`src/verilog/icache_pkg.sv`:
```
// Shared widths and types for the 4-way, 16-set instruction cache
// One 128-bit fetch word per line, so the byte offset is 4 bits
`default_nettype none

package icache_pkg;

   parameter int ADDR_W       = 32;
   parameter int DATA_W       = 128;
   parameter int NB_WAYS      = 4;   // Default only, the top level sets it
   parameter int NB_SETS_LOG2 = 4;
   parameter int OFFSET_W     = 4;
   parameter int TAG_W        = 8;

   localparam int NB_SETS = 2 ** NB_SETS_LOG2;
   localparam int SET_LSB = OFFSET_W;                  // Set index at bits 7..4
   localparam int TAG_LSB = OFFSET_W + NB_SETS_LOG2;   // Tag at bits 15..8

   typedef logic [ADDR_W-1:0]       addr_t;
   typedef logic [DATA_W-1:0]       data_t;
   typedef logic [NB_SETS_LOG2-1:0] set_idx_t;
   typedef logic [TAG_W-1:0]        tag_t;
   typedef logic [TAG_W:0]          tag_entry_t;       // Valid bit on top

   typedef enum logic [3:0] {
      DISABLED, BYPASS_REFILL, BYPASS_WAIT_DONE, FLUSH_ALL, FLUSH_SET,
      IDLE, TAG_LOOKUP, WAIT_REFILL_GNT, WAIT_REFILL_DONE,
      STATE_SPARE                                      // Decodes to DISABLED
   } ctrl_state_t;

   function automatic set_idx_t set_of(addr_t addr);
      return addr[SET_LSB +: NB_SETS_LOG2];
   endfunction

   function automatic tag_t tag_of(addr_t addr);
      return addr[TAG_LSB +: TAG_W];
   endfunction

endpackage

`default_nettype wire

```
`src/verilog/icache_if.sv`:
```
// Store buses between the cache controller, way selection and the arrays
// Read data arrives one cycle after rd_req; writes land at the clock edge
`default_nettype none

interface tag_bus_if #(
   parameter int NB_WAYS = icache_pkg::NB_WAYS
);
   import icache_pkg::*;

   logic                        rd_req;
   logic [NB_WAYS-1:0]          wr_req;   // One write enable per way
   set_idx_t                    addr;
   tag_entry_t                  wdata;
   tag_entry_t [NB_WAYS-1:0]    rdata;

   modport ctrl   (output rd_req, output wr_req, output addr, output wdata);
   modport store  (input rd_req, input wr_req, input addr, input wdata, output rdata);
   modport lookup (input rdata);

endinterface


`default_nettype wire

```
`src/verilog/icache_way_select.sv`:
```
// Tag compare and victim choice, combinational on the tag store read data
// The random choice comes from a 4-bit LFSR, so at most 16 ways
`default_nettype none

module icache_way_select #(
   parameter int NB_WAYS = icache_pkg::NB_WAYS
) (
   input  logic                        clk,
   input  logic                        rst_n,
   tag_bus_if.lookup                   tag,
   input  icache_pkg::tag_t            lookup_tag_i,
   output logic                        hit_o,
   output logic [$clog2(NB_WAYS)-1:0]  hit_way_o,
   output logic [NB_WAYS-1:0]          victim_way_o,
   input  logic                        victim_take_i
);
   import icache_pkg::*;

   localparam int WAY_IDX_W = $clog2(NB_WAYS);

   logic [NB_WAYS-1:0]    way_valid;
   logic [NB_WAYS-1:0]    way_match;
   logic [WAY_IDX_W-1:0]  free_way;
   logic                  all_valid;
   logic [3:0]            lfsr_q;   // x^4 + x^3 + 1, never zero

   for (genvar w = 0; w < NB_WAYS; w++)
   begin : g_way
      assign way_valid[w] = tag.rdata[w][TAG_W];
      assign way_match[w] = way_valid[w] & (tag.rdata[w][TAG_W-1:0] == lookup_tag_i);
   end

   // Walk down so the lowest-numbered way wins
   always_comb
   begin
      hit_way_o = '0;
      free_way  = '0;
      for (int w = NB_WAYS - 1; w >= 0; w--)
      begin
         if (way_match[w])
            hit_way_o = WAY_IDX_W'(w);
         if (!way_valid[w])
            free_way = WAY_IDX_W'(w);
      end
   end

   assign hit_o        = |way_match;
   assign all_valid    = &way_valid;
   assign victim_way_o = all_valid ? (NB_WAYS'(1) << lfsr_q[WAY_IDX_W-1:0])
                                   : (NB_WAYS'(1) << free_way);

   always_ff @(posedge clk or negedge rst_n)
   begin
      if (!rst_n)
         lfsr_q <= 4'b0001;
      else if (victim_take_i && all_valid)   // Step only when a valid line is evicted
         lfsr_q <= {lfsr_q[2:0], lfsr_q[3] ^ lfsr_q[2]};
   end

   // Refills only follow a miss, so a set never holds the same tag twice
   a_single_match: assert property (@(posedge clk) disable iff (!rst_n) $onehot0(way_match));

endmodule

`default_nettype wire

```
`src/flat_wrapper.sv`:
```
// flat-port wrapper written by rule: the top's interface ports become plain ports
module icache_way_select_flat import icache_pkg::*;
#(
   parameter int NB_WAYS = icache_pkg::NB_WAYS
)
  (clk, rst_n, lookup_tag_i, hit_o, hit_way_o, victim_way_o, victim_take_i, tag_rdata);
  tag_bus_if #(.NB_WAYS(NB_WAYS)) tag_i ();
  input  logic clk;
  input  logic rst_n;
  input  icache_pkg::tag_t lookup_tag_i;
  output logic hit_o;
  output logic [$clog2(NB_WAYS)-1:0] hit_way_o;
  output logic [NB_WAYS-1:0] victim_way_o;
  input  logic victim_take_i;
  input wire logic [$bits(tag_i.rdata)-1:0] tag_rdata;
  assign tag_i.rdata = tag_rdata;
  icache_way_select #(.NB_WAYS(NB_WAYS)) u_core (.clk(clk), .rst_n(rst_n), .tag(tag_i), .lookup_tag_i(lookup_tag_i), .hit_o(hit_o), .hit_way_o(hit_way_o), .victim_way_o(victim_way_o), .victim_take_i(victim_take_i));
endmodule
```
`config.mk`:
```
export PLATFORM = sky130hd
export DESIGN_NAME = icache_way_select_flat
export DESIGN_NICKNAME = d
export VERILOG_FILES = /design/src/verilog/icache_pkg.sv /design/src/verilog/icache_if.sv /design/src/verilog/icache_way_select.sv /design/src/flat_wrapper.sv
export SDC_FILE = /design/constraint.sdc
export NUM_CORES = 1
export LEC_CHECK = 0
export BUFFER_PORTS_ARGS = -buffer_cell sky130_fd_sc_hd__buf_2
export CAP_MARGIN = 0
export CORE_MARGIN = 5
export CORE_UTILIZATION = 41
export DETAILED_ROUTE_END_ITERATION = 10
export GPL_ROUTABILITY_DRIVEN = 0
export PLACE_DENSITY = 0.85
export SKIP_CTS_REPAIR_TIMING = 1
export SLEW_MARGIN = 20
export SYNTH_ARGS = -nofsm -noshare
export SYNTH_HDL_FRONTEND = slang
export SYNTH_SLANG_ARGS = --single-unit
```
`constraint.sdc`:
```
create_clock -name clk -period 1.8 [get_ports clk]
set_input_delay 0.09 -clock clk [delete_from_list [all_inputs] [get_ports clk]]
set_output_delay 0.09 -clock clk [all_outputs]
set_load 0.02 [all_outputs]
```
---- After elaboration in Yosys (flattened, before gate mapping) ----
Index checks and enable logic that the tools add are counted.
word-level totals
  flip-flop bits (word level) ............. 4
  word-level logic and storage cells ...... 24
  input bits .............................. 47
  output and inout port bits .............. 7
operators by class
  bitwise operators ....................... 5
  reduce and logical (&&, ||, !) cells .... 3
  eq/ne operators ......................... 4
  shift operators ......................... 2
  multiplexer cells ....................... 9
operators with widths
  kind                                             number
  equality test 8 bit                              4
  2-to-1 mux 2 bit                                 8
  << shifter 1 x 2 -> 4 bit, first input constant  2
  bitwise AND 1 bit                                4
  2-to-1 mux 4 bit                                 1
  AND reduction 4 bit                              1
  OR reduction 4 bit                               1
  logical AND 1 bit                                1
  XOR 1 bit                                        1

---- Depth between registers and ports, before layout ----
  depth in word-level cells ............... 6
  depth in mapped cells ................... 6
  mapped depth without buffers ............ 5

---- Worst setup path after synthesis ----
OpenSTA, ideal clock, no wires.
  kind .................................... reg2out
  start ................................... register u_core.lfsr_q[1]
  end ..................................... output port victim_way_o[0]
  slack ................................... 0.508 ns
  data arrival time ....................... 1.202 ns
  buffers on the path ..................... 0
  data required time ...................... 1.710 ns
  cell stages (with the launch flop) ...... 2
  cell sequence ........................... dfrtp_1 > o41ai_1
between the ends
  longest elaborated chain between the ends .. 2
ends and longest elaborated chain
  item                       line                     RTL
  start, declared            icache_way_select.sv:25  logic [3:0] lfsr_q;
  start signal, assigned     icache_way_select.sv:57  lfsr_q <= {lfsr_q[2:0], lfsr_q[3] ^ lfsr_q[2]};
  << shifter 1 x 2 -> 4 bit  icache_way_select.sv:49  assign victim_way_o = all_valid ? (NB_WAYS'(1) << lfsr_q[WAY_IDX_W-1:0])
  2-to-1 mux 4 bit           icache_way_select.sv:49
  end, declared              flat_wrapper.sv:13       output logic [NB_WAYS-1:0] victim_way_o;
Every way passes these cells.

---- Final worst setup path ----
  start ................................... input port lookup_tag_i[4]
  end ..................................... output port hit_way_o[1]
between the ends
  longest elaborated chain between the ends .. 6
  elaborated cells on any way between the ends .. 12
  classes of those cells .................. 4 x eq/ne; 4 x mux; 4 x bitwise
ends and longest elaborated chain
  item                           line                     RTL
  start, declared                flat_wrapper.sv:10       input icache_pkg::tag_t lookup_tag_i;
  equality test 8 bit            icache_way_select.sv:30  assign way_match[w] = way_valid[w] & (tag.rdata[w][TAG_W-1:0] == lookup_tag_i);
  bitwise AND 1 bit              icache_way_select.sv:30
  2-to-1 mux 2 bit (3 in a row)  icache_way_select.sv:40  if (way_match[w])
  2-to-1 mux 2 bit (*)           icache_way_select.sv:40
  end, declared                  flat_wrapper.sv:12       output logic [$clog2(NB_WAYS)-1:0] hit_way_o;
Mark *: on every way between the ends. The rest lies on a longest branch, timed or not.

==> impl_metrics.tcl <==
set metrics [dict create \
    period_needed_ns 1.367 \
    top_layer_used "met4" \
    timing.slew.headroom 0.7342 \
    vias 754 \
    finalSetupViolations 0 \
    cts.sinks 4 \
    grt_pass1_vias 811 \
    yosys.area.top_type_share 0.3398 \
    dieArea_mm2 0.002465 \
    worst-endpoint-arrival_ns 1.28 \
    finalNetCount 182 \
    insertion_delay_ns 0.24 \
    cp.required_ns 1.71 \
    fmax_ghz 0.7316 \
    utilization 0.6312 \
    grt_setup_unrepaired "no" \
    cts_root_buffer "clkbuf_4" \
    gr-usage-all-layers 0.1530 \
    endpoint_kind "output pin" \
    htreeDepth 1 \
    post-route-worst-setup-slack_ns 0.4331 \
    finalMaxSlewViolations 0 \
    grt_pass1_wl_mm 3.084 \
    gr-total-overflow 0 \
    synth_warnings 0 \
    m1WireLength_um 646 \
    synth_top_area_cell "xnor2_1" \
    synth_ff_type "dfrtp_1" \
    worst-path-max-fanout 4 \
    synth_edf_count 0 \
    drtAntennaViolNets 0 \
    dieWidth_um 49.65 \
    peakVddDrop_v 0.0001981 \
    antenna_found_initial 0 \
    area_growth_pct 47.57 \
    finalWirelength_mm 1.785 \
    synthTopCellsByArea "xnor2_1, dfrtp_1, xor2_1" \
    start_util 0.4277 \
    power_density_mw_per_mm2 411.2 \
    core_mm2 0.001506 \
    synth_seq_cells 4 \
    finClkSkew_ns 0.005071 \
    cts.clk_slew.worst_paths_ns 0.04 \
    dr.pass1.iters 4 \
    status "completed" \
    avgRoutedWirePerCell_um 11.90 \
    largest_register_ffs 4 \
    first_iter_violations 1 \
    fp.dieH_um 49.65 \
    io-pin-count 54 \
    drc 0 \
    yosysUniqueCellTypes 23 \
    wl_met2_um 887 \
    synthArstFlopShare 1.000 \
    drive_gt1_frac 0.4627 \
    clk_path_buf_depth 2 \
    cts_tree "yes" \
    grt_max_degree 7 \
    setup_tns_ns 0 \
    reg_top3 "u_core.lfsr_q (4)" \
    cap_violations 0 \
    diodes 0 \
    p_leak_uw 0.0004629 \
    synthesis.nets 125 \
    vias_per_cell 5.027 \
    startpoint_type "input pin" \
    dp_slack_ns 0.4330 \
    portBuffers 53 \
    ys_seq_area_frac 0.1573 \
    cts_made_buffers 3 \
    top_register "u_core.lfsr_q" \
    period_share 0.7594 \
    syn-cell-area_um2 644.4 \
    hp-class "input pin to asynchronous set/reset pin" \
    syn_area_per_cell_um2 8.261 \
    dp_hpwl_mm 1.601 \
    crit_type "input pin to output pin" \
    wl_met3_um 203 \
    hold_viol 0 \
    syn-instance-count 78 \
    worstMarginPinSlew_ns 0.3956 \
    rows 14 \
]
placed cells by master, fill, tap and decap left out, types with 2 or more instances in the layout:
cell type and n:
nor2_1 3, xnor2_1 25, nor3_1 3, clkbuf_4 3, nand4_1 4, dfrtp_1 3, buf_2 53, nand2_1 8
xor2_1 8, mux2_4 3, nand3_1 4, inv_1 2, a21oi_1 3
through the flow:
step	power, uW	cells	area [um^2]	hold slack (ns)
after floorplan	183.8	78	644.4	-0.2056
after global placement	262.6	145	914.6	-0.1079
after detailed placement	268.1	145	914.6	-0.1053
after CTS	399.2	149	940.9	-0.3655
after global routing	425.5	150	950.9	0.2125
final	391.0	150	950.9	0.1767
cell families (layout without fill, tap and decap cells):
| group | Yosys count | after routing | synth area share |
|---|---|---|---|
| AOI/OAI and AO/OA | 6 | 6 | 0.05630 |
| xor gates and xnor gates | 33 | 33 | 0.4485 |
| buffers and inverters | 4 | 60 | 0.03495 |
| DFF | 4 | 4 | 0.1573 |
| muxes | 3 | 3 | 0.06990 |
| and+or+nand+nor | 28 | 28 | 0.2330 |
Yosys cell counts, drive strengths merged (2+ instances only):
cell / instances
dfrtp: 3
a21oi: 3
mux2: 3
inv: 2
xor2: 8
nor2: 3
nand4: 4
nor3: 4
nand2: 8
xnor2: 25
nand3: 4
nor4: 2
final cells by class:
class                      count  area [um^2]
clock buffer                   4        26.28
tap                           16        20.02
multi-input combinational     70        520.5
fill                         132        555.5
inverter                       2        7.507
timing repair buffer          54        275.3
sequential                     4        101.3
worst max-delay path, cell delays in order:
cell     delay, ns
buf_2         0.14
xor2_1        0.16
nor4_1        0.27
nand4_1       0.14
nor2b_1       0.17
nor3_2        0.12
buf_2         0.18
power by group:
group / internal, uW / switching (uW) / leakage [uW]
clock network: 83.5 / 40.9 / 0.0000150
registers: 92.7 / 2.71 / 0.0000521
logic: 93.6 / 77.6 / 0.000396
path summary, 6_finish.rpt:
path	depth (start not counted)	startpoint	slack, ns	to
max	7	lookup_tag_i[4]	0.43	hit_way_o[1]
min	2	rst_n	0.18	u_core.lfsr_q[3]
max reg2reg	1	u_core.lfsr_q[1]	0.97	u_core.lfsr_q[2]
min reg2reg	2	u_core.lfsr_q[0]	0.51	u_core.lfsr_q[0]
max in group asynchronous	2	rst_n	1.42	u_core.lfsr_q[0]
min in group clk	4	victim_take_i	0.35	u_core.lfsr_q[0]
metal layers:
layer,global-route usage,up-vias
met4,0.08297,0
li1,-,375
met5,0,-
met3,0.02108,6
met1,0.1775,332
met2,0.2648,41
Power figures use the tool's default switching activity.
