`src/verilog/icache_pkg.sv`:
```
// Shared widths and types for the 4-way, 16-set instruction cache
// One 128-bit fetch word per line, so the byte offset is 4 bits
`default_nettype none

package icache_pkg;

   parameter int ADDR_W       = 32;
   parameter int DATA_W       = 128;
   parameter int NB_WAYS      = 4;   // Default only, the top level sets it
   parameter int NB_SETS_LOG2 = 4;
   parameter int OFFSET_W     = 4;
   parameter int TAG_W        = 8;

   localparam int NB_SETS = 2 ** NB_SETS_LOG2;
   localparam int SET_LSB = OFFSET_W;                  // Set index at bits 7..4
   localparam int TAG_LSB = OFFSET_W + NB_SETS_LOG2;   // Tag at bits 15..8

   typedef logic [ADDR_W-1:0]       addr_t;
   typedef logic [DATA_W-1:0]       data_t;
   typedef logic [NB_SETS_LOG2-1:0] set_idx_t;
   typedef logic [TAG_W-1:0]        tag_t;
   typedef logic [TAG_W:0]          tag_entry_t;       // Valid bit on top

   typedef enum logic [3:0] {
      DISABLED, BYPASS_REFILL, BYPASS_WAIT_DONE, FLUSH_ALL, FLUSH_SET,
      IDLE, TAG_LOOKUP, WAIT_REFILL_GNT, WAIT_REFILL_DONE,
      STATE_SPARE                                      // Decodes to DISABLED
   } ctrl_state_t;

   function automatic set_idx_t set_of(addr_t addr);
      return addr[SET_LSB +: NB_SETS_LOG2];
   endfunction

   function automatic tag_t tag_of(addr_t addr);
      return addr[TAG_LSB +: TAG_W];
   endfunction

endpackage

`default_nettype wire

```
`src/verilog/icache_if.sv`:
```
// Store buses between the cache controller, way selection and the arrays
// Read data arrives one cycle after rd_req; writes land at the clock edge
`default_nettype none

interface tag_bus_if #(
   parameter int NB_WAYS = icache_pkg::NB_WAYS
);
   import icache_pkg::*;

   logic                        rd_req;
   logic [NB_WAYS-1:0]          wr_req;   // One write enable per way
   set_idx_t                    addr;
   tag_entry_t                  wdata;
   tag_entry_t [NB_WAYS-1:0]    rdata;

   modport ctrl   (output rd_req, output wr_req, output addr, output wdata);
   modport store  (input rd_req, input wr_req, input addr, input wdata, output rdata);
   modport lookup (input rdata);

endinterface

interface data_bus_if #(
   parameter int NB_WAYS = icache_pkg::NB_WAYS
);
   import icache_pkg::*;

   logic                   rd_req;
   logic [NB_WAYS-1:0]     wr_req;
   set_idx_t               addr;
   data_t                  wdata;
   data_t [NB_WAYS-1:0]    rdata;

   // Controller picks the hit way out of rdata itself
   modport ctrl  (output rd_req, output wr_req, output addr, output wdata, input rdata);
   modport store (input rd_req, input wr_req, input addr, input wdata, output rdata);

endinterface

`default_nettype wire

```
`src/verilog/icache_ctrl.sv`:
```
// Main cache FSM covering bypass, full and per-set flush, lookup and refill
// Refill data is expected at least one cycle after refill_gnt_i
`default_nettype none

module icache_ctrl #(
   parameter int NB_WAYS = icache_pkg::NB_WAYS
) (
   input  logic                        clk,
   input  logic                        rst_n,
   input  logic                        bypass_icache_i,
   output logic                        cache_is_bypassed_o,
   input  logic                        flush_icache_i,
   output logic                        cache_is_flushed_o,
   input  logic                        flush_set_req_i,
   input  icache_pkg::addr_t           flush_set_addr_i,
   output logic                        flush_set_ack_o,
   input  logic                        fetch_req_i,
   input  icache_pkg::addr_t           fetch_addr_i,
   output logic                        fetch_gnt_o,
   output logic                        fetch_rvalid_o,
   output icache_pkg::data_t           fetch_rdata_o,
   output logic                        refill_req_o,
   output icache_pkg::addr_t           refill_addr_o,
   input  logic                        refill_gnt_i,
   input  logic                        refill_r_valid_i,
   input  icache_pkg::data_t           refill_r_data_i,
   output logic                        idle_o,
   tag_bus_if.ctrl                     tag,
   data_bus_if.ctrl                    data,
   input  logic                        hit_i,
   input  logic [$clog2(NB_WAYS)-1:0]  hit_way_i,
   input  logic [NB_WAYS-1:0]          victim_way_i,   // One-hot
   output logic                        victim_take_o
);
   import icache_pkg::*;

   ctrl_state_t         state_q, state_d;
   addr_t               fetch_addr_q;
   logic [NB_WAYS-1:0]  refill_way_q;
   set_idx_t            flush_cnt_q, flush_cnt_d;
   logic                mode_req;

   assign mode_req      = bypass_icache_i | flush_icache_i | flush_set_req_i;
   assign refill_addr_o = {fetch_addr_q[ADDR_W-1:OFFSET_W], OFFSET_W'(0)};   // Line aligned
   assign idle_o        = (state_q == IDLE);

   always_ff @(posedge clk or negedge rst_n)
   begin
      if (!rst_n)
      begin
         state_q      <= DISABLED;
         flush_cnt_q  <= '0;
         refill_way_q <= '0;
      end
      else
      begin
         state_q     <= state_d;
         flush_cnt_q <= flush_cnt_d;
         if (victim_take_o)
            refill_way_q <= victim_way_i;
      end
   end

   always_ff @(posedge clk)
   begin
      if (fetch_req_i && fetch_gnt_o)
         fetch_addr_q <= fetch_addr_i;
   end

   ////////////////////
   // Next state and store control
   ////////////////////
   always_comb
   begin
      state_d             = state_q;
      flush_cnt_d         = flush_cnt_q;
      fetch_gnt_o         = 1'b0;
      fetch_rvalid_o      = 1'b0;
      fetch_rdata_o       = refill_r_data_i;
      refill_req_o        = 1'b0;
      victim_take_o       = 1'b0;
      cache_is_bypassed_o = 1'b0;
      cache_is_flushed_o  = 1'b0;
      flush_set_ack_o     = 1'b0;
      tag.rd_req          = 1'b0;
      tag.wr_req          = '0;
      tag.addr            = set_of(fetch_addr_i);   // Lookup reads use the incoming address
      tag.wdata           = {1'b1, tag_of(fetch_addr_q)};
      data.rd_req         = 1'b0;
      data.wr_req         = '0;
      data.addr           = set_of(fetch_addr_i);
      data.wdata          = refill_r_data_i;

      case (state_q)
         DISABLED:
         begin
            cache_is_bypassed_o = 1'b1;
            if (bypass_icache_i)
            begin
               fetch_gnt_o = fetch_req_i;
               if (fetch_req_i)
                  state_d = BYPASS_REFILL;
            end
            else
               state_d = FLUSH_ALL;   // Enabling always starts from a clean cache
         end
         BYPASS_REFILL:
         begin
            cache_is_bypassed_o = 1'b1;
            refill_req_o        = 1'b1;
            if (refill_gnt_i)
               state_d = BYPASS_WAIT_DONE;
         end
         BYPASS_WAIT_DONE:
         begin
            cache_is_bypassed_o = 1'b1;
            fetch_rvalid_o      = refill_r_valid_i;   // Passed through and never stored
            if (refill_r_valid_i)
               state_d = DISABLED;
         end
         FLUSH_ALL:
         begin
            tag.wr_req  = '1;
            tag.addr    = flush_cnt_q;
            tag.wdata   = '0;
            flush_cnt_d = flush_cnt_q + 1'b1;   // Wraps back to 0 after the last set
            if (&flush_cnt_q)
            begin
               cache_is_flushed_o = 1'b1;
               state_d            = IDLE;
            end
         end
         FLUSH_SET:
         begin
            tag.wr_req      = '1;
            tag.addr        = set_of(flush_set_addr_i);
            tag.wdata       = '0;
            flush_set_ack_o = 1'b1;
            state_d         = IDLE;
         end
         IDLE:
         begin
            if (bypass_icache_i)
               state_d = DISABLED;
            else if (flush_icache_i)
               state_d = FLUSH_ALL;
            else if (flush_set_req_i)
               state_d = FLUSH_SET;
            else if (fetch_req_i)
            begin
               fetch_gnt_o = 1'b1;
               tag.rd_req  = 1'b1;
               data.rd_req = 1'b1;
               state_d     = TAG_LOOKUP;
            end
         end
         TAG_LOOKUP:
         begin
            if (hit_i)
            begin
               fetch_rvalid_o = 1'b1;
               fetch_rdata_o  = data.rdata[hit_way_i];
               // Stream the next request unless a mode change is pending
               fetch_gnt_o    = fetch_req_i & ~mode_req;
               tag.rd_req     = fetch_gnt_o;
               data.rd_req    = fetch_gnt_o;
               state_d        = fetch_gnt_o ? TAG_LOOKUP : IDLE;
            end
            else
            begin
               refill_req_o  = 1'b1;
               victim_take_o = 1'b1;
               state_d       = refill_gnt_i ? WAIT_REFILL_DONE : WAIT_REFILL_GNT;
            end
         end
         WAIT_REFILL_GNT:
         begin
            refill_req_o = 1'b1;
            if (refill_gnt_i)
               state_d = WAIT_REFILL_DONE;
         end
         WAIT_REFILL_DONE:
         begin
            fetch_rvalid_o = refill_r_valid_i;
            // Tag and data written in the same cycle the core sees the word
            tag.wr_req     = refill_way_q & {NB_WAYS{refill_r_valid_i}};
            tag.addr       = set_of(fetch_addr_q);
            data.wr_req    = refill_way_q & {NB_WAYS{refill_r_valid_i}};
            data.addr      = set_of(fetch_addr_q);
            if (refill_r_valid_i)
               state_d = IDLE;
         end
         default:
            state_d = DISABLED;
      endcase
   end

   // No new fetch is taken while a refill request is outstanding
   a_no_gnt_in_refill: assert property (@(posedge clk) disable iff (!rst_n)
      refill_req_o |-> !fetch_gnt_o);

   a_refill_way_onehot: assert property (@(posedge clk) disable iff (!rst_n)
      (state_q inside {WAIT_REFILL_GNT, WAIT_REFILL_DONE}) |-> $onehot(refill_way_q));

endmodule

`default_nettype wire

```
`src/flat_wrapper.sv`:
```
// flat-port wrapper written by rule: the top's interface ports become plain ports
module icache_ctrl_flat import icache_pkg::*;
#(
   parameter int NB_WAYS = icache_pkg::NB_WAYS
)
  (clk, rst_n, bypass_icache_i, cache_is_bypassed_o, flush_icache_i, cache_is_flushed_o, flush_set_req_i, flush_set_addr_i, flush_set_ack_o, fetch_req_i, fetch_addr_i, fetch_gnt_o, fetch_rvalid_o, fetch_rdata_o, refill_req_o, refill_addr_o, refill_gnt_i, refill_r_valid_i, refill_r_data_i, idle_o, hit_i, hit_way_i, victim_way_i, victim_take_o, tag_rd_req, tag_wr_req, tag_addr, tag_wdata, data_rd_req, data_wr_req, data_addr, data_wdata, data_rdata);
  tag_bus_if #(.NB_WAYS(NB_WAYS)) tag_i ();
  data_bus_if #(.NB_WAYS(NB_WAYS)) data_i ();
  input  logic clk;
  input  logic rst_n;
  input  logic bypass_icache_i;
  output logic cache_is_bypassed_o;
  input  logic flush_icache_i;
  output logic cache_is_flushed_o;
  input  logic flush_set_req_i;
  input  icache_pkg::addr_t flush_set_addr_i;
  output logic flush_set_ack_o;
  input  logic fetch_req_i;
  input  icache_pkg::addr_t fetch_addr_i;
  output logic fetch_gnt_o;
  output logic fetch_rvalid_o;
  output icache_pkg::data_t fetch_rdata_o;
  output logic refill_req_o;
  output icache_pkg::addr_t refill_addr_o;
  input  logic refill_gnt_i;
  input  logic refill_r_valid_i;
  input  icache_pkg::data_t refill_r_data_i;
  output logic idle_o;
  input  logic hit_i;
  input  logic [$clog2(NB_WAYS)-1:0] hit_way_i;
  input  logic [NB_WAYS-1:0] victim_way_i;
  output logic victim_take_o;
  output wire logic [$bits(tag_i.rd_req)-1:0] tag_rd_req;
  output wire logic [$bits(tag_i.wr_req)-1:0] tag_wr_req;
  output wire logic [$bits(tag_i.addr)-1:0] tag_addr;
  output wire logic [$bits(tag_i.wdata)-1:0] tag_wdata;
  output wire logic [$bits(data_i.rd_req)-1:0] data_rd_req;
  output wire logic [$bits(data_i.wr_req)-1:0] data_wr_req;
  output wire logic [$bits(data_i.addr)-1:0] data_addr;
  output wire logic [$bits(data_i.wdata)-1:0] data_wdata;
  input wire logic [$bits(data_i.rdata)-1:0] data_rdata;
  assign tag_rd_req = tag_i.rd_req;
  assign tag_wr_req = tag_i.wr_req;
  assign tag_addr = tag_i.addr;
  assign tag_wdata = tag_i.wdata;
  assign data_rd_req = data_i.rd_req;
  assign data_wr_req = data_i.wr_req;
  assign data_addr = data_i.addr;
  assign data_wdata = data_i.wdata;
  assign data_i.rdata = data_rdata;
  icache_ctrl #(.NB_WAYS(NB_WAYS)) u_core (.clk(clk), .rst_n(rst_n), .bypass_icache_i(bypass_icache_i), .cache_is_bypassed_o(cache_is_bypassed_o), .flush_icache_i(flush_icache_i), .cache_is_flushed_o(cache_is_flushed_o), .flush_set_req_i(flush_set_req_i), .flush_set_addr_i(flush_set_addr_i), .flush_set_ack_o(flush_set_ack_o), .fetch_req_i(fetch_req_i), .fetch_addr_i(fetch_addr_i), .fetch_gnt_o(fetch_gnt_o), .fetch_rvalid_o(fetch_rvalid_o), .fetch_rdata_o(fetch_rdata_o), .refill_req_o(refill_req_o), .refill_addr_o(refill_addr_o), .refill_gnt_i(refill_gnt_i), .refill_r_valid_i(refill_r_valid_i), .refill_r_data_i(refill_r_data_i), .idle_o(idle_o), .tag(tag_i), .data(data_i), .hit_i(hit_i), .hit_way_i(hit_way_i), .victim_way_i(victim_way_i), .victim_take_o(victim_take_o));
endmodule
```
`config.mk`:
```
export PLATFORM = sky130hd
export DESIGN_NAME = icache_ctrl_flat
export DESIGN_NICKNAME = d
export VERILOG_FILES = /design/src/verilog/icache_pkg.sv /design/src/verilog/icache_if.sv /design/src/verilog/icache_ctrl.sv /design/src/flat_wrapper.sv
export SDC_FILE = /design/constraint.sdc
export NUM_CORES = 1
export LEC_CHECK = 0
export ABC_AREA = 1
export BUFFER_PORTS_ARGS = -buffer_cell sky130_fd_sc_hd__buf_2
export CORE_AREA = 4 4 401 403
export CTS_CLUSTER_DIAMETER = 150
export DETAILED_ROUTE_END_ITERATION = 16
export DIE_AREA = 0 0 405 407
export GPL_ROUTABILITY_DRIVEN = 0
export GPL_TIMING_DRIVEN = 1
export PLACE_DENSITY = 0.32
export SLEW_MARGIN = 30
export SYNTH_ARGS = -nofsm -noshare
export SYNTH_HDL_FRONTEND = slang
export SYNTH_SLANG_ARGS = --single-unit
```
`constraint.sdc`:
```
create_clock -name clk -period 3.2 [get_ports clk]
set_clock_uncertainty 0.2 [all_clocks]
set_input_delay 0.64 -clock clk [delete_from_list [all_inputs] [get_ports clk]]
set_output_delay 0.64 -clock clk [all_outputs]
set_load 0.02 [all_outputs]
```
Word-level counts from Yosys, hierarchy flattened:

Index checks and enable logic that the tools add are counted.

* bits in registers: 44
* bits of input ports: 719
* output and inout bits: 323
* word-level logic and storage cells: 75

* add/sub/neg operators: 1
* magnitude comparators: 1
* equal/unequal tests: 15
* multiplexer cells: 41
* bitwise gates (word level): 5
* reductions and logical operators: 8

Operators by type and width (number)
* 2-to-1 mux 128 bit: 3
* binary-select mux 128 bit (select 2 bit): 1
* 2-to-1 mux 4 bit: 15
* case mux 4 bit (9 select lines): 1
* == test 4 x 3 -> 1 bit (second input constant): 4
* 2-to-1 mux 1 bit: 13
* case mux 4 bit (3 select lines): 1
* 2-to-1 mux 9 bit: 1
* == test 4 x 2 -> 1 bit (second input constant): 2
* inequality test 2 bit (second input constant): 4
* case mux 4 bit (2 select lines): 1
* AND reduction 7 bit: 1
* case mux 1 bit (2 select lines): 3
* OR reduction 2 bit: 3
* inequality test 5 bit (second input constant): 1
* adder 4 x 1 -> 4 bit (second input constant): 1
* AND 4 bit: 1
* == test 4 x 1 -> 1 bit (second input constant): 1
* == test 4 bit (second input constant): 1
* zero test 4 bit: 1
* AND reduction 4 bit: 1
* < comparator 2 x 3 -> 1 bit (second input constant): 1
* inequality test 3 bit (second input constant): 1
* case mux 1 bit (3 select lines): 1
* 7 further kinds: 8

Logic depth before layout (Yosys ltp):

* word-level depth: 7
* mapped depth: 10
* mapped depth without buffers: 9

Worst setup path after synthesis:

OpenSTA, ideal clock, no wires.

* kind: register to register
* start point: reg u_core.state_q[1]
* end point: reg u_core.fetch_addr_q[10], enable pin
* setup time: 0.424 ns
* data arrival time: 2.617 ns
* data required time: 2.576 ns
* slack: -0.040 ns
* stages on the path, launching flop included: 8
* buffers on the path: 0
* period minus slack after synthesis: 3.240 ns
* cells stage by stage: dfrtp_1 -> inv_1 -> nand2_1 -> nor2_1 -> inv_1 -> nand2_1 -> inv_1 -> o22ai_1

* word-level cells in the longest chain between the ends: 3
* elaborated cells on any way between the ends: 5
* those cells by class: 2 x eq/ne; 1 x mux; 2 x reduce/logical

RTL lines
* start: declaration: line icache_ctrl.sv:37 `ctrl_state_t state_q, state_d;`
* start signal: assignment: line icache_ctrl.sv:57 `state_q <= state_d;`
* == test 4 x 3 -> 1 bit
* net idle_o: line flat_wrapper.sv:28 `output logic idle_o;`
* case mux 1 bit (3 select lines): line icache_ctrl.sv:94 `case (state_q)`
* logical AND 1 bit: line icache_ctrl.sv:66 `if (fetch_req_i && fetch_gnt_o)`
* end signal: assignment: line icache_ctrl.sv:67 `fetch_addr_q <= fetch_addr_i;`
* end: declaration: line icache_ctrl.sv:38 `addr_t fetch_addr_q;`

The timed path passes the listed nets, and every way through them passes these cells.
A chain may end at the register's enable or synchronous reset.

Worst setup path in the final report:

* start point: in hit_way_i[0]
* end point: out fetch_rdata_o[77]

* word-level cells in the longest chain between the ends: 4

RTL lines
* start: declaration: line flat_wrapper.sv:30 `input logic [$clog2(NB_WAYS)-1:0] hit_way_i;`
* binary-select mux 128 bit (select 2 bit): line icache_ctrl.sv:162 `fetch_rdata_o = data.rdata[hit_way_i];`
* 2-to-1 mux 128 bit (not written as such): line icache_ctrl.sv:162
* 2-to-1 mux 128 bit: line icache_ctrl.sv:159 `if (hit_i)`
* 2-to-1 mux 128 bit: line icache_ctrl.sv:94
* end: declaration: line flat_wrapper.sv:22 `output icache_pkg::data_t fetch_rdata_o;`

Every way passes these cells. The select of a mux whose other input is x is not followed.

==> key figures <==
Power
  – Pwr dens: 285 mW/mm2
  – Static Leak: around 8.1 nW
  – Final Power: 4.64 mW
  – Worst VDD drop: 0.280 mV

Synth
  – Post-synth top area share: 24.1%
  – Flops & latches, synth: 40
  – Netlist Area Pre-Place: 0.00846 mm2
  – FFs w/ async S/R, synth: between 30% and 40%
  – Area leader, netlist: nor2_1
  – Ys flop type: edfxtp_1
  – Post-synthesis area per instance: 5.22 um2
  – Post-synth cell types: 29
  – Top cells by area, synth: nor2_1 24%, o21ai_0 15%, buf_4 12%
  – Seq/Total Area, Yosys: 13.5%
  – Synth warnings: 0
  – Mapped Cells: 1,619
  – EDFF count, synth: 28

CTS
  – Clock Sinks: 40
  – CTS tree: built
  – H-tree level count: 2
  – Worst-Skew Late Latency: about 0.29 ns
  – Total CTS buffers: 5
  – Clk buf depth: 2
  – Root Driver: clkbuf_16
  – Reg clk slew, reported paths: 0.06 ns
  – Cts-stage hold buffer count: 0

GRT
  – Vias in the first global route: 13,701
  – First-pass GRT wire length: between 100 and 150 mm
  – Grt total ovfl: 0
  – Initial antenna violation count: 76
  – Total track usage: roughly 10%
  – Largest net degree at the start of global routing: 60

Floorplan
  – Starting Density: 5.37%
  – Die span in y: 407 um
  – Core Box Area: about 0.16 mm2
  – I/O Pins: 1,042
  – Chip Width: roughly 410 um
  – DIE AREA: 0.165 mm2
  – Row count: between 100 and 150

Finish
  – Storage cell area: 0.00114 mm2
  – Final nets: roughly 3,300
  – Share of cells above drive strength 1: 46.7%
  – Filler Cell Count: between 15,000 and 20,000
  – Commonest non-fill, non-tap cell in the layout: buf_2
  – Most frequent cells in the layout: 998 x buf_2, 539 x nor2_1, 252 x o21ai_0
  – Synthesis-to-layout area growth: 92.9%
  – Multi-input logic area: about 0.0052 mm2

Critical path
  – CP endpoint kind: output port
  – Worst endpoint data arrival time: approximately 2.3 ns
  – Startpoint types: input pin
  – CP top delay family: buffers and inverters
  – CP Buf/Inv Count: 7
  – Crit-path cells: buf_12, inv_12, buf_12, buf_12, nor2_1, o21ai_0, buf_4, nor2_1, buf_4, a21oi_1, buf_2
  – WP data required: 2.36 ns
  – CP max-delay cell: o21ai_0
  – Worst Path Max Fanout: 26
  – WS Path Type: input pin to output port
  – Critical path's most frequent cell: buf_12
  – CP max stage delay: about 0.26 ns

Detailed routing
  – ANT nets after route: 0
  – DR pass1 iterations: 5
  – Top layer in use: met5
  – Wire length on met1: around 37 mm
  – Wirelength per Cell: 19.5 um
  – Met2 routed WL: 42.2 mm
  – Via density: 3.07
  – Initial DRC count: 935
  – # DRC: 0
  – Met3 routed WL: 9.07 mm
  – Total vias in the final route: 14,198
  – Drt total wl: 90.3 mm

Placement
  – Detailed Place HPWL: 81.2 mm
  – Pre-CTS setup slack: -0.357 ns
  – Port bufs: 1,005

Timing
  – RSZ-0062 raised after global routing: no
  – Worst-margin pin slew: 0.636 ns
  – Final Setup Violations: 0
  – Clock period minus worst slack: 3.12 ns
  – Slew HR: 57.2%
  – F_max: roughly 320 MHz
  – Period Utilization, post-route: 97.6%
  – Worst Slack Setup Final: 0.0771 ns
  – Slew Viols, Final: 0
  – Fin. Hold Viols: 0

Status
  – Status: finished clean

Hold path
  – Hold crit path type: input pin to async pin

Run
  – Max_cap viols: 0
## metrics by stage
step | cells | cell area, um2 | TNS (ns) | hold slack (ns) | utilization [%]
detailed placement | 4593 | 15900 | -1.48 | 0.286 | 10.1
global route | 4614 | 16300 | 0 | 0.0543 | 10.3
floorplan | 1622 | 8480 | 0 | 0.144 | -
finish | 4626 | 16300 | 0 | 0.0392 | 10.4
CTS | 4605 | 16200 | -0.0187 | 0.0483 | 10.3
global placement | 4593 | 15900 | -1.58 | 0.287 | 10.1
## worst reg2reg max path: stages, from the launching register on
cell and delay, ns:
dfrtp_1 0.43, inv_2 0.09, nor2_4 0.12, nand2_2 0.10
inv_2 0.12, nand2_8 0.13, buf_12 0.18, nand2_1 0.05
inv_1 0.06, o22ai_2 0.12, buf_4 0.28
## cells in the mapped netlist, types with 4 or more instances
cell type / number
o21ai_1: 133
edfxtp_1: 28
dfrtp_1: 12
clkbuf_1: 56
nor2_1: 544
nand2_1: 64
buf_2: 43
o21ai_0: 261
nand3_1: 10
buf_6: 8
a21oi_1: 129
nand4_1: 4
buf_4: 138
inv_1: 166
## path summary, 6_finish.rpt
check	slack (ns)	to	cells after the start	start
max in group asynchronous	2.51	u_core.flush_cnt_q[3]$_DFFE_PN0P_	1	rst_n
max	0.08	fetch_rdata_o[77]	11	hit_way_i[0]
min in group clk	0.30	u_core.flush_cnt_q[3]$_DFFE_PN0P_	1	u_core.flush_cnt_q[3]$_DFFE_PN0P_
min	0.04	u_core.refill_way_q[1]$_DFFE_PN0P_	1	rst_n
max reg2reg	1.01	u_core.fetch_addr_q[4]$_DFFE_PP_	10	u_core.state_q[1]$_DFFE_PN0P_
min reg2reg	0.30	u_core.flush_cnt_q[3]$_DFFE_PN0P_	1	u_core.flush_cnt_q[3]$_DFFE_PN0P_
## per-layer routing
metal  global-route usage (%)  up-vias
met1                     12.4     6433
met3                     3.97      136
met5                        0        -
met4                     1.16       42
met2                     16.8      690
li1                         -     6897
## power breakdown
| part | switching (mW) | internal (mW) |
|---|---|---|
| sequential | 0.0554 | 0.679 |
| clock | 0.225 | 0.288 |
| combinational | 2.17 | 1.23 |
| total | 2.45 | 2.19 |
## layout make-up
| class | instances | share of cell area, % |
|---|---|---|
| Clock inverter | 3 | 0.107 |
| Clock buffer | 5 | 0.767 |
| Inverter | 168 | 3.94 |
| Sequential cell | 40 | 7.00 |
| Tap cell | 2072 | 15.9 |
| Multi-Input combinational cell | 1168 | 32.0 |
| Antenna cell | 20 | 0.307 |
| Timing Repair Buffer | 1150 | 40.0 |
## cells by family after synthesis
family	Yosys count	synth area share, %
and+or+nand+nor	630	28.5
DFF	40	13.5
xor gates and xnor gates	3	0.311
adders and majority gates	1	0.148
buffers and inverters	414	26.0
AOI/OAI and AO/OA	530	31.6
other	1	0.0443
## registers in the layout, summed over array words and instances, names as in the netlist
name                 count
u_core.refill_way_q      4
u_core.fetch_addr_q     28
u_core.flush_cnt_q       4
u_core.state_q           4
## repair_timing
action,in CTS,in global routing
setup buffers,4,0
endpoints found under the setup margin,23,78
resized for setup,19,19
cloned,0,1
pin swaps,1,1
Power figures use the tool's default switching activity.
