==> config.mk <==
export PLATFORM = sky130hd
export DESIGN_NAME = icache_tag_store_flat
export DESIGN_NICKNAME = d
export VERILOG_FILES = /design/src/verilog/icache_pkg.sv /design/src/verilog/icache_if.sv /design/src/verilog/icache_tag_store.sv /design/src/flat_wrapper.sv
export SDC_FILE = /design/constraint.sdc
export NUM_CORES = 1
export LEC_CHECK = 0
export BUFFER_PORTS_ARGS = -buffer_cell sky130_fd_sc_hd__clkbuf_2
export CAP_MARGIN = 20
export CORE_UTILIZATION = 57
export DETAILED_ROUTE_END_ITERATION = 10
export PLACE_DENSITY = 0.86
export SLEW_MARGIN = 20
export SYNTH_ARGS = -nofsm -noshare
export SYNTH_HDL_FRONTEND = slang
export SYNTH_SLANG_ARGS = --single-unit
==> constraint.sdc <==
create_clock -name clk -period 1.3 [get_ports clk]
set_input_delay 0.325 -clock clk [delete_from_list [all_inputs] [get_ports clk]]
set_output_delay 0.325 -clock clk [all_outputs]
set_load 0.1 [all_outputs]
==> src/verilog/icache_pkg.sv <==
// Shared widths and types for the 4-way, 16-set instruction cache
// One 128-bit fetch word per line, so the byte offset is 4 bits
`default_nettype none

package icache_pkg;

   parameter int ADDR_W       = 32;
   parameter int DATA_W       = 128;
   parameter int NB_WAYS      = 4;   // Default only, the top level sets it
   parameter int NB_SETS_LOG2 = 4;
   parameter int OFFSET_W     = 4;
   parameter int TAG_W        = 8;

   localparam int NB_SETS = 2 ** NB_SETS_LOG2;
   localparam int SET_LSB = OFFSET_W;                  // Set index at bits 7..4
   localparam int TAG_LSB = OFFSET_W + NB_SETS_LOG2;   // Tag at bits 15..8

   typedef logic [ADDR_W-1:0]       addr_t;
   typedef logic [DATA_W-1:0]       data_t;
   typedef logic [NB_SETS_LOG2-1:0] set_idx_t;
   typedef logic [TAG_W-1:0]        tag_t;
   typedef logic [TAG_W:0]          tag_entry_t;       // Valid bit on top

   typedef enum logic [3:0] {
      DISABLED, BYPASS_REFILL, BYPASS_WAIT_DONE, FLUSH_ALL, FLUSH_SET,
      IDLE, TAG_LOOKUP, WAIT_REFILL_GNT, WAIT_REFILL_DONE,
      STATE_SPARE                                      // Decodes to DISABLED
   } ctrl_state_t;

   function automatic set_idx_t set_of(addr_t addr);
      return addr[SET_LSB +: NB_SETS_LOG2];
   endfunction

   function automatic tag_t tag_of(addr_t addr);
      return addr[TAG_LSB +: TAG_W];
   endfunction

endpackage

`default_nettype wire

==> src/verilog/icache_if.sv <==
// Store buses between the cache controller, way selection and the arrays
// Read data arrives one cycle after rd_req; writes land at the clock edge
`default_nettype none

interface tag_bus_if #(
   parameter int NB_WAYS = icache_pkg::NB_WAYS
);
   import icache_pkg::*;

   logic                        rd_req;
   logic [NB_WAYS-1:0]          wr_req;   // One write enable per way
   set_idx_t                    addr;
   tag_entry_t                  wdata;
   tag_entry_t [NB_WAYS-1:0]    rdata;

   modport ctrl   (output rd_req, output wr_req, output addr, output wdata);
   modport store  (input rd_req, input wr_req, input addr, input wdata, output rdata);
   modport lookup (input rdata);

endinterface


`default_nettype wire

==> src/verilog/icache_tag_store.sv <==
// Valid+tag array, one entry per way and set, registered read of all ways
// Every entry comes out of reset invalid
`default_nettype none

module icache_tag_store #(
   parameter int NB_WAYS = icache_pkg::NB_WAYS
) (
   input  logic            clk,
   input  logic            rst_n,
   tag_bus_if.store        tag
);
   import icache_pkg::*;

   tag_entry_t mem_q [NB_WAYS][NB_SETS];

   always_ff @(posedge clk or negedge rst_n)
   begin
      if (!rst_n)
      begin
         for (int w = 0; w < NB_WAYS; w++)
         begin
            for (int s = 0; s < NB_SETS; s++)
               mem_q[w][s] <= '0;
         end
         tag.rdata <= '0;
      end
      else
      begin
         for (int w = 0; w < NB_WAYS; w++)
         begin
            if (tag.wr_req[w])
               mem_q[w][tag.addr] <= tag.wdata;   // Whole entry replaced
            if (tag.rd_req)
               tag.rdata[w] <= mem_q[w][tag.addr];
         end
      end
   end

endmodule

`default_nettype wire

==> src/flat_wrapper.sv <==
// flat-port wrapper written by rule: the top's interface ports become plain ports
module icache_tag_store_flat import icache_pkg::*;
#(
   parameter int NB_WAYS = icache_pkg::NB_WAYS
)
  (clk, rst_n, tag_rd_req, tag_wr_req, tag_addr, tag_wdata, tag_rdata);
  tag_bus_if #(.NB_WAYS(NB_WAYS)) tag_i ();
  input  logic clk;
  input  logic rst_n;
  input wire logic [$bits(tag_i.rd_req)-1:0] tag_rd_req;
  input wire logic [$bits(tag_i.wr_req)-1:0] tag_wr_req;
  input wire logic [$bits(tag_i.addr)-1:0] tag_addr;
  input wire logic [$bits(tag_i.wdata)-1:0] tag_wdata;
  output wire logic [$bits(tag_i.rdata)-1:0] tag_rdata;
  assign tag_i.rd_req = tag_rd_req;
  assign tag_i.wr_req = tag_wr_req;
  assign tag_i.addr = tag_addr;
  assign tag_i.wdata = tag_wdata;
  assign tag_rdata = tag_i.rdata;
  icache_tag_store #(.NB_WAYS(NB_WAYS)) u_core (.clk(clk), .rst_n(rst_n), .tag(tag_i));
endmodule
Yosys cells after proc, flatten, opt, wreduce, memory -nomap -nowiden:

Cells that the tools add are included.

* register bits after elaboration: 612
* input bits: 20
* output and inout port bits: 36
* word-level logic and storage cells: 90

* order comparisons: 2
* multiplexer cells: 18
* bitwise gates (word level): 1
* reductions and logical operators: 1

Operators with widths (count)
* $bwmux 144: 4
* $bmux 9 s4: 4
* $mux 9: 9
* $demux 9 s4: 1
* $ge 5x5->1 const B: 1
* $lt 5x1->1 const B: 1
* $not 4->5: 1
* $logic_and 1x1->1: 1

Logic depth before layout (Yosys ltp):

Gate-level depths: netlist of run 1.

* depth in word-level cells: 6
* gate-level depth with buffers: 8
* mapped depth without buffers: 4

Worst setup path after synthesis of run 1:

Ideal clock, no wire load.

* path type: input to register
* from: input port tag_addr[3]
* to: register u_core.mem_q[549] in the netlist's numbering
* library setup time: 125 ps
* data arrival time: 1543 ps
* data required time: 1175 ps
* path slack: -368 ps
* stages: 5
* path buffers: 2
* cell sequence: buf_4 -> or2_2 -> buf_6 -> nor2_2 -> mux2_2

* cells in the longest elaborated chain, start to end: 6
* elaborated cells on any way between the ends: 7
* those cells by class: 2 x order compare; 3 x mux; 1 x bitwise; 1 x reduce/logical

Ends and longest elaborated chain
* from (decl): RTL line flat_wrapper.sv:12 `input wire logic [$bits(tag_i.addr)-1:0] tag_addr;`
* $not 4->5 (implied by the code) (*): RTL line icache_tag_store.sv:32 `mem_q[w][tag.addr] <= tag.wdata;`
* $ge 5x5->1 (implied by the code) or $lt 5x1->1 (tied branches): RTL line icache_tag_store.sv:32
* $logic_and 1x1->1 (implied by the code): RTL line icache_tag_store.sv:32
* $mux 9 (implied by the code): RTL line icache_tag_store.sv:32
* $demux 9 s4 (*): RTL line icache_tag_store.sv:32
* $bwmux 144 (*): RTL line icache_tag_store.sv:32
* to (signal, indexed assignment): RTL line icache_tag_store.sv:32
* to (decl): RTL line icache_tag_store.sv:14 `tag_entry_t mem_q [NB_WAYS][NB_SETS];`

Mark *: on every way between the ends. The rest lies on a longest branch, timed or not.
A chain may end at the register's enable or synchronous reset.

Worst setup path in the final report of run 1:

* from: register u_core.tag.rdata[19]
* to: output port tag_rdata[19]

RTL lines
* from (decl): RTL line icache_if.sv:17 `modport store (input rd_req, input wr_req, input addr, input wdata, output rdata);`
* from (signal, indexed assignment): RTL line icache_tag_store.sv:34 `tag.rdata[w] <= mem_q[w][tag.addr];`
* to (decl): RTL line flat_wrapper.sv:14 `output wire logic [$bits(tag_i.rdata)-1:0] tag_rdata;`

No word-level cell between the ends.

==> impl_metrics.csv, run 1 <==
group,metric,value,unit
clock_network,cts_max_path_buffers,3,
setup_path,crit_type,"flop to output pin",
logic_synthesis,ys_seq_elements,612,
worst_hold_path,worstHoldStart,"tag_rd_req",
global_route,antenna_found_initial,2,
detailed_routing,dr.first_iter.drc_count,1545,
global_route,grt_overflow,0,
sta,period_share,1.23,
global_route,grt_pass1_wl,117000,µm
die,coreArea,47900,µm²
logic_synthesis,netlist.area_leader.share,0.551,
sta,hold_viol,0,
logic_synthesis,synth.most_common_cell,"dfrtp_1",
logic_synthesis,netlist_top_cells_area,"dfrtp_1, mux2_2, mux2i_1",
run_status,outcome,"finished, violations left",
setup_path,reg2reg_depth,4,
global_route,grt_max_degree,73,
logic_synthesis,ys.flop_type,"dfrtp_1",
clock_network,h-tree-depth,2,
placement,placed_area,31500,µm²
clock_network,cts-root-buf,"clkbuf_16",
logic_synthesis,seq_area_frac_synth,0.551,
detailed_routing,vias,18500,
setup_path,rrSetupSlack,-120,ps
setup_path,worstPathArrival,1270,ps
setup_path,crit_chain,"buf_12",
pwr,ir_worst_vdd,0.00124,V
placement,place_congestion,0.840,
setup_path,path_depth,1,
final_layout,fin_nets,2212,
detailed_routing,routed_wl,75500,µm
flow_run,max_cap_violations,0,
run_status,violations,"setup timing",
sta,setup_tns,-11660,ps
final_layout,fillers,2645,
detailed_routing,drt-pass1-iter-count,5,
die,io_pins,56,
clock_network,numCtsBuffers,61,
worst_hold_path,whs_path_depth,2,
sta,fin_hold_ws,42.2,ps
sta,post-route-min-period,1590,ps
logic_synthesis,synth_area,27800,µm²
logic_synthesis,avgSynthCellArea,14.1,µm²
clock_network,cts_tree,"yes",
logic_synthesis,synth_edf_count,0,
setup_path,r2r_start,"u_core.mem_q[26]$_DFFE_PN0P_",
global_route,track_usage,0.305,
setup_path,reg2reg_to,"u_core.tag.rdata[35]$_DFFE_PN0P_",
setup_path,path_buf_inv,1,
pwr,power_density,1690,nW/µm²
sta,fmax,628,MHz
clock_network,clock_latency,630,ps
setup_path,cp_max_fo,2,
global_route,grt_pass1_vias,20100,
logic_synthesis,synth_cell_types,35,
sta,setup_slack,-293,ps
clock_network,clock_sinks,612,
worst_hold_path,min_delay_worst_endpoint,"u_core.tag.rdata[19]$_DFFE_PN0P_",
final_layout,fin_area,34400,µm²
sta,setup_viol,90,
die,rows,80,
logic_synthesis,synth_nets,1995,
die,start_util,0.580,
die,dieWidth,223,µm
worst_hold_path,worstHoldPathType,"input pin to flop",
logic_synthesis,ys_warn_count,0,
logic_synthesis,synth_commonest_cells,"dfrtp_1, mux2_2, mux2i_1, clkbuf_1, nor2_1",
setup_path,endpoint_kind,"output pin",
setup_path,cp_slowest_cell,"dfrtp_2",
sta,relSlewSlack,0.710,
sta,drv_slew,0,
logic_synthesis,async_flop_share,1.00,
setup_path,worstPathRequired,980,ps
final_layout,layout.area.seq,15300,µm²
setup_path,cp_top_family,"flip-flops",
sta,worst_pin_slew,435,ps
detailed_routing,ant_nets,0,
placement,dp.cells,2681,
setup_path,max_stage_delay,450,ps
clock_network,cts.reportedPaths.clkPinSlew,70,ps
final_layout,layout.cells.non_filler,2862,
logic_synthesis,netlist_instances,1975,
detailed_routing,drt-vias-per-instance,6.45,
final_layout,drive_gt1_frac,0.500,
final_layout,multi_input_area,12500,µm²
detailed_routing,wl_per_cell,26.4,µm
final_layout,syn_to_final_growth,23.9,%
placement,dpl.hpwl,44400,µm
die,die_height,223,µm
pwr,p_leak,0.0156,µW
logic_synthesis,synth.largest_area_cell,"dfrtp_1",
setup_path,start_kind,"flop",
placement,port-buffer-count,55,
sta,skew,18.7,ps
die,die-area,49700,µm²
detailed_routing,drc_errors,0,
sta,rsz0062_at_grt,"yes",
[cells by family after synthesis]
logic type / count (synthesis) / synth area share
muxes: 828 / 0.340
DFF: 612 / 0.551
and+or+nand+nor: 239 / 0.0440
buffers and inverters: 152 / 0.0292
AOI/OAI and AO/OA: 144 / 0.0356
[state kept, by name, indices dropped and copies added (netlist names)]
name	flops
u_core.tag.rdata	36
u_core.mem_q	576
[report_power, final]
part | leakage [µW] | switching (µW) | total [µW] | internal [µW]
clock | 0.00107 | 7710 | 18900 | 11100
combinational | 0.00704 | 6050 | 13100 | 7090
sequential | 0.00748 | 2800 | 26200 | 23400
[routing by layer]
metal,wire length [µm],share of wire,track usage,up-vias
li1,-,-,-,7648
met1,29600,0.39,0.386,9872
met2,39200,0.52,0.521,750
met3,3960,0.052,0.0424,178
met4,2800,0.037,0.139,2
met5,12,0.00016,0,-
[layout by cell type, fill, tap and decap left out, types with 5 or more instances in the layout]
cell | netlist | layout
mux2_1 | 24 | 15
nand2_4 | 0 | 5
a2bb2oi_2 | 0 | 26
mux4_2 | 36 | 36
mux2_4 | 0 | 104
nor2_2 | 27 | 10
clkinv_2 | 0 | 17
nor2_1 | 73 | 72
dfrtp_1 | 612 | 606
clkbuf_2 | 0 | 13
nand2_2 | 5 | 8
nand3_1 | 36 | 20
nand2_1 | 63 | 54
mux2_2 | 552 | 457
nand3_2 | 11 | 24
clkbuf_16 | 0 | 63
clkbuf_1 | 77 | 11
nand3_4 | 2 | 5
clkbuf_8 | 0 | 12
bufinv_16 | 0 | 8
buf_4 | 25 | 175
nor2_4 | 1 | 19
o22ai_1 | 72 | 72
mux2i_1 | 216 | 216
buf_12 | 0 | 109
dfrtp_2 | 0 | 6
a31oi_1 | 36 | 34
a2bb2oi_1 | 36 | 9
[layout make-up]
type | instances | area share
Timing Repair Buffer | 306 | 0.106
Sequential cell | 612 | 0.445
Clock buffer | 86 | 0.0518
Multi-Input combinational cell | 1211 | 0.364
Antenna cell | 2 | 0.000145
Clock inverter | 30 | 0.0107
Tap cell | 615 | 0.0223
[worst max path at each step]
stage | from | endpoint | slack [ps]
floorplan | tag_addr[3] | u_core.mem_q[117]$_DFFE_PN0P_ | -260
global placement | tag_addr[3] | u_core.tag.rdata[34]$_DFFE_PN0P_ | -590
detailed placement | tag_addr[1] | u_core.mem_q[43]$_DFFE_PN0P_ | -660
CTS | u_core.tag.rdata[19]$_DFFE_PN0P_ | tag_rdata[19] | -320
global route | u_core.tag.rdata[20]$_DFFE_PN0P_ | tag_rdata[20] | -310
finish | u_core.tag.rdata[19]$_DFFE_PN0P_ | tag_rdata[19] | -290
[what timing repair did]
item	CTS	global route
gates resized for setup	47	21
endpoints found under the setup margin	113	252
pin swaps	35	19
hold buffers	1	0
hold endpoints to repair	278	0
setup buffers	35	27
[through the flow]
step,power [µW],utilization,setup slack (ps)
after floorplan,33900,-,-263
after detailed placement,38100,0.657,-655
after global placement,37100,0.657,-591
after CTS,57600,0.712,-323
final,58200,0.718,-293
after global routing,60200,0.718,-307
(Power assumes the default switching activity.)
==> run 2: changes to the inputs <==
Settings changed: ABC_AREA set to 0, MAX_ROUTING_LAYER set to met4, SLEW_MARGIN 20 to unset.
==> impl_metrics.csv, run 2 (synthesized netlist as in run 1, its figures left out) <==
group,metric,value,unit
run_status,outcome,"finished, violations left",
run_status,violations,"setup timing",
detailed_routing,ant_nets,0,
sta,period_share,1.22,
setup_path,worstPathRequired,980,ps
worst_hold_path,worstHoldPathType,"input pin to flop",
sta,drv_slew,0,
detailed_routing,routed_wl,75300,µm
placement,dp.cells,2681,
sta,setup_viol,93,
final_layout,top_regs,"u_core.mem_q: 576 flops, u_core.tag.rdata: 36 flops",
die,dieWidth,223,µm
final_layout,regMostFlops,"u_core.mem_q",
setup_path,max_stage_delay,450,ps
sta,hold_viol,0,
final_layout,largest_reg_flops,576,
global_route,antenna_found_initial,2,
global_route,grt_use_met3,0.0415,
detailed_routing,drt-vias-per-instance,6.42,
detailed_routing,dr.first_iter.drc_count,1647,
final_layout,syn_to_final_growth,23.9,%
detailed_routing,drt-pass1-iter-count,7,
sta,setup_slack,-292,ps
global_route,grtUsageMet2,0.523,
die,io_pins,56,
setup_path,crit_path_start,"u_core.tag.rdata[19]$_DFFE_PN0P_",
global_route,grt_pass1_vias,20100,
final_layout,layout_common_cells,"dfrtp_1, mux2_2, mux2i_1",
global_route,grtUsageMet1,0.386,
final_layout,fillers,2644,
pwr,ir_worst_vdd,0.00124,V
clock_network,cts-root-buf,"clkbuf_16",
global_route,grt_max_degree,73,
global_route,grt_pass1_wl,117000,µm
setup_path,path_buf_inv,1,
sta,rsz0062_at_grt,"yes",
clock_network,cts_max_path_buffers,3,
placement,dpl.hpwl,44400,µm
final_layout,drive_gt1_frac,0.500,
clock_network,numCtsBuffers,61,
sta,setup_tns,-11640,ps
setup_path,start_kind,"flop",
sta,relSlewSlack,0.724,
final_layout,final_common_cell,"dfrtp_1",
sta,post-route-min-period,1590,ps
die,die_height,223,µm
final_layout,fin_util,0.718,
setup_path,crit_type,"flop to output pin",
flow_run,max_cap_violations,0,
sta,skew,15.9,ps
detailed_routing,vias,18400,
pwr,p_leak,0.0156,µW
clock_network,h-tree-depth,2,
die,coreArea,47900,µm²
detailed_routing,drc_errors,0,
pwr,power_density,1690,nW/µm²
die,die-area,49700,µm²
die,start_util,0.580,
final_layout,layout.cells.non_filler,2863,
clock_network,cts_tree,"yes",
setup_path,endpoint_kind,"output pin",
final_layout,fin_nets,2212,
setup_path,cp_top_family,"flip-flops",
setup_path,crit_chain,"buf_12",
clock_network,clock_latency,630,ps
placement,place_congestion,0.853,
global_route,track_usage,0.314,
detailed_routing,wl_per_cell,26.3,µm
sta,fmax,628,MHz
clock_network,cts.reportedPaths.clkPinSlew,70,ps
placement,port-buffer-count,55,
sta,fin_hold_ws,65.8,ps
placement,placed_area,31500,µm²
worst_hold_path,worstHoldStart,"tag_rd_req",
clock_network,clock_sinks,612,
setup_path,cp_slowest_cell,"dfrtp_2",
global_route,grt_overflow,0,
global_route,busiest_layer,"met2",
setup_path,r2r_start,"u_core.mem_q[26]$_DFFE_PN0P_",
sta,worst_pin_slew,414,ps
final_layout,fin_area,34400,µm²
setup_path,worstPathArrival,1270,ps
setup_path,cp_max_fo,2,
die,rows,80,
run 2: final timing paths:
kind                            depth (start not counted)  slack, ps                                to
worst max-delay path                                    1       -290                     tag_rdata[19]
worst min-delay path                                    2         70  u_core.tag.rdata[19]$_DFFE_PN0P_
worst max register to register                          4       -110  u_core.tag.rdata[35]$_DFFE_PN0P_
worst min register to register                          1        490     u_core.mem_q[182]$_DFFE_PN0P_
max in group asynchronous                               4        420      u_core.mem_q[68]$_DFFE_PN0P_
min in group asynchronous                               2        180     u_core.mem_q[398]$_DFFE_PN0P_
run 2: final cells by class:
class                           instances  area (µm²)  share of cell area
Antenna cell                            3        7.51            0.000218
Tap cell                              615         769              0.0223
Clock inverter                         30         368              0.0107
Sequential cell                       612       15300               0.445
Multi-Input combinational cell       1211       12500               0.364
Timing Repair Buffer                  306        3650               0.106
Clock buffer                           86        1780              0.0518
run 2: what timing repair did:
| action | 4_1_cts | 5_1_grt |
|---|---|---|
| hold endpoints to repair | 278 | 0 |
| pin swaps | 35 | 19 |
| setup buffers | 35 | 27 |
| setup endpoints to repair | 113 | 251 |
| gates resized for setup | 47 | 21 |
| gates cloned | 0 | 0 |
| hold buffers | 1 | 0 |
run 2: power breakdown:
part           internal, µW  leakage [µW]  total (µW)  switching, µW
Clock                 11100       0.00107       18800           7700
Combinational          7090       0.00704       13100           6030
Sequential            23400       0.00748       26200           2800
Total                 41700        0.0156       58200          16500
run 2: metrics by stage:
step           setup slack (ps)  total power (µW)
2_1_floorplan              -263             33900
3_3_place_gp               -591             37100
3_5_place_dp               -655             38100
4_1_cts                    -323             57600
5_1_grt                    -308             60200
6_report                   -292             58200
run 2: layer usage:
metal,vias up,share of wire
li1,7643,-
met1,9771,0.40
met2,766,0.52
met3,212,0.050
met4,0,0.039
met5,-,0
==> run 3: changes to the inputs <==
Settings changed: GPL_TIMING_DRIVEN set to 0.
==> impl_metrics.csv, run 3 (synthesized netlist as in run 1, its figures left out) <==
group,metric,value,unit
sta,drv_slew,0,
final_layout,final_common_cell,"dfrtp_1",
sta,worst_pin_slew,838,ps
final_layout,largest_reg_flops,576,
sta,rsz0062_at_grt,"yes",
pwr,p_leak,0.0153,µW
global_route,grt_pass1_wl,126000,µm
sta,skew,34.0,ps
final_layout,syn_to_final_growth,22.3,%
sta,setup_viol,262,
detailed_routing,ant_nets,0,
die,dieWidth,223,µm
worst_hold_path,worstHoldPathType,"input pin to asynchronous set/reset pin",
detailed_routing,dr.first_iter.drc_count,2378,
placement,place_congestion,0.904,
setup_path,reg2reg_depth,4,
final_layout,top_regs,"u_core.mem_q: 576 flops, u_core.tag.rdata: 36 flops",
clock_network,cts_tree,"yes",
setup_path,cp_max_fo,2,
setup_path,crit_type,"flop to output pin",
sta,post-route-min-period,1660,ps
placement,port-buffer-count,43,
pwr,finalPower,57400,µW
setup_path,path_depth,1,
final_layout,layout.cells.non_filler,2835,
setup_path,start_kind,"flop",
sta,setup_tns,-19140,ps
placement,dp.cells,2638,
run_status,outcome,"finished, violations left",
global_route,grt_overflow,0,
global_route,grt_max_degree,105,
sta,relSlewSlack,0.441,
placement,dpl.hpwl,52600,µm
final_layout,layout_common_cells,"dfrtp_1, mux2_2, mux2i_1",
sta,period_share,1.27,
final_layout,regMostFlops,"u_core.mem_q",
run_status,violations,"hold timing, setup timing",
setup_path,worstPathRequired,980,ps
detailed_routing,drc_errors,0,
die,start_util,0.580,
clock_network,cts.reportedPaths.clkPinSlew,70,ps
final_layout,drive_gt1_frac,0.478,
setup_path,path_buf_inv,1,
clock_network,clock_latency,640,ps
pwr,power_density,1690,nW/µm²
clock_network,numCtsBuffers,61,
flow_run,max_cap_violations,0,
global_route,grt_pass1_vias,20000,
die,coreArea,47900,µm²
setup_path,endpoint_kind,"output pin",
setup_path,cp_slowest_cell,"dfrtp_2",
clock_network,h-tree-depth,2,
setup_path,max_stage_delay,460,ps
sta,setup_slack,-357,ps
detailed_routing,vias,19700,
die,rows,80,
placement,placed_area,29600,µm²
pwr,ir_worst_vdd,0.00116,V
die,die-area,49700,µm²
setup_path,cp_top_family,"flip-flops",
final_layout,fin_nets,2189,
detailed_routing,wl_per_cell,31.9,µm
final_layout,fillers,2743,
die,io_pins,56,
detailed_routing,drt-vias-per-instance,6.95,
setup_path,worstPathArrival,1330,ps
detailed_routing,routed_wl,90400,µm
clock_network,cts-root-buf,"clkbuf_16",
detailed_routing,drt-pass1-iter-count,5,
final_layout,fin_area,34000,µm²
sta,fmax,604,MHz
sta,hold_viol,120,
sta,fin_hold_ws,-398,ps
die,die_height,223,µm
global_route,antenna_found_initial,2,
setup_path,crit_chain,"clkbuf_16",
global_route,track_usage,0.356,
clock_network,cts_max_path_buffers,3,
clock_network,clock_sinks,612,
run 3: worst paths after layout:
| kind | start | end | slack [ps] |
|---|---|---|---|
| min in group clk | tag_wdata[6] | u_core.mem_q[555]$_DFFE_PN0P_ | 330 |
| worst max register to register | u_core.mem_q[466]$_DFFE_PN0P_ | u_core.tag.rdata[7]$_DFFE_PN0P_ | -150 |
| max in group asynchronous | rst_n | u_core.mem_q[54]$_DFFE_PN0P_ | 180 |
| worst min-delay path | rst_n | u_core.mem_q[347]$_DFFE_PN0P_ | -400 |
| worst max-delay path | u_core.tag.rdata[26]$_DFFE_PN0P_ | tag_rdata[26] | -360 |
| worst min register to register | u_core.mem_q[182]$_DFFE_PN0P_ | u_core.mem_q[182]$_DFFE_PN0P_ | 500 |
run 3: layout make-up:
cell class | count | area [µm²] | share of cell area
flip-flops and latches | 612 | 15300 | 0.451
plain buffers | 152 | 1070 | 0.0316
well taps | 615 | 769 | 0.0226
diodes | 2 | 5.00 | 0.000147
clock inverters | 22 | 203 | 0.00596
clock buffers | 90 | 1810 | 0.0532
repair buffers | 128 | 2040 | 0.0599
multi-input cells | 1214 | 12800 | 0.376
run 3: routing by layer:
metal	part of all wire	track usage
met5	0	-
met3	0.10	0.0768
met1	0.37	0.453
met4	0.068	0.196
met2	0.46	0.533
run 3: per-stage QoR:
stage                     setup WS, ps  utilization
after CTS                         -354        0.694
after floorplan                   -263            -
after detailed placement         -1240        0.617
after global placement          -13390        0.613
final                             -357        0.709
after global routing              -339        0.709
run 3: what timing repair did:
item / in CTS / in global routing
setup endpoints to repair: 610 / 319
setup buffers: 43 / 34
gates cloned: 3 / 3
resized for setup: 221 / 83
endpoints found under the hold margin: 115 / 61
pin swaps: 47 / 45
run 3: where the power goes:
part | internal (µW) | switching (µW)
sequential | 23400 | 2860
clock | 10200 | 7680
combinational | 6890 | 6320
run 3: worst reg2reg max path, cell delays in order (launching register included):
cell	delay (ps)
dfrtp_1	400
mux4_2	510
a2bb2oi_2	160
nand3_2	120
a31oi_1	90
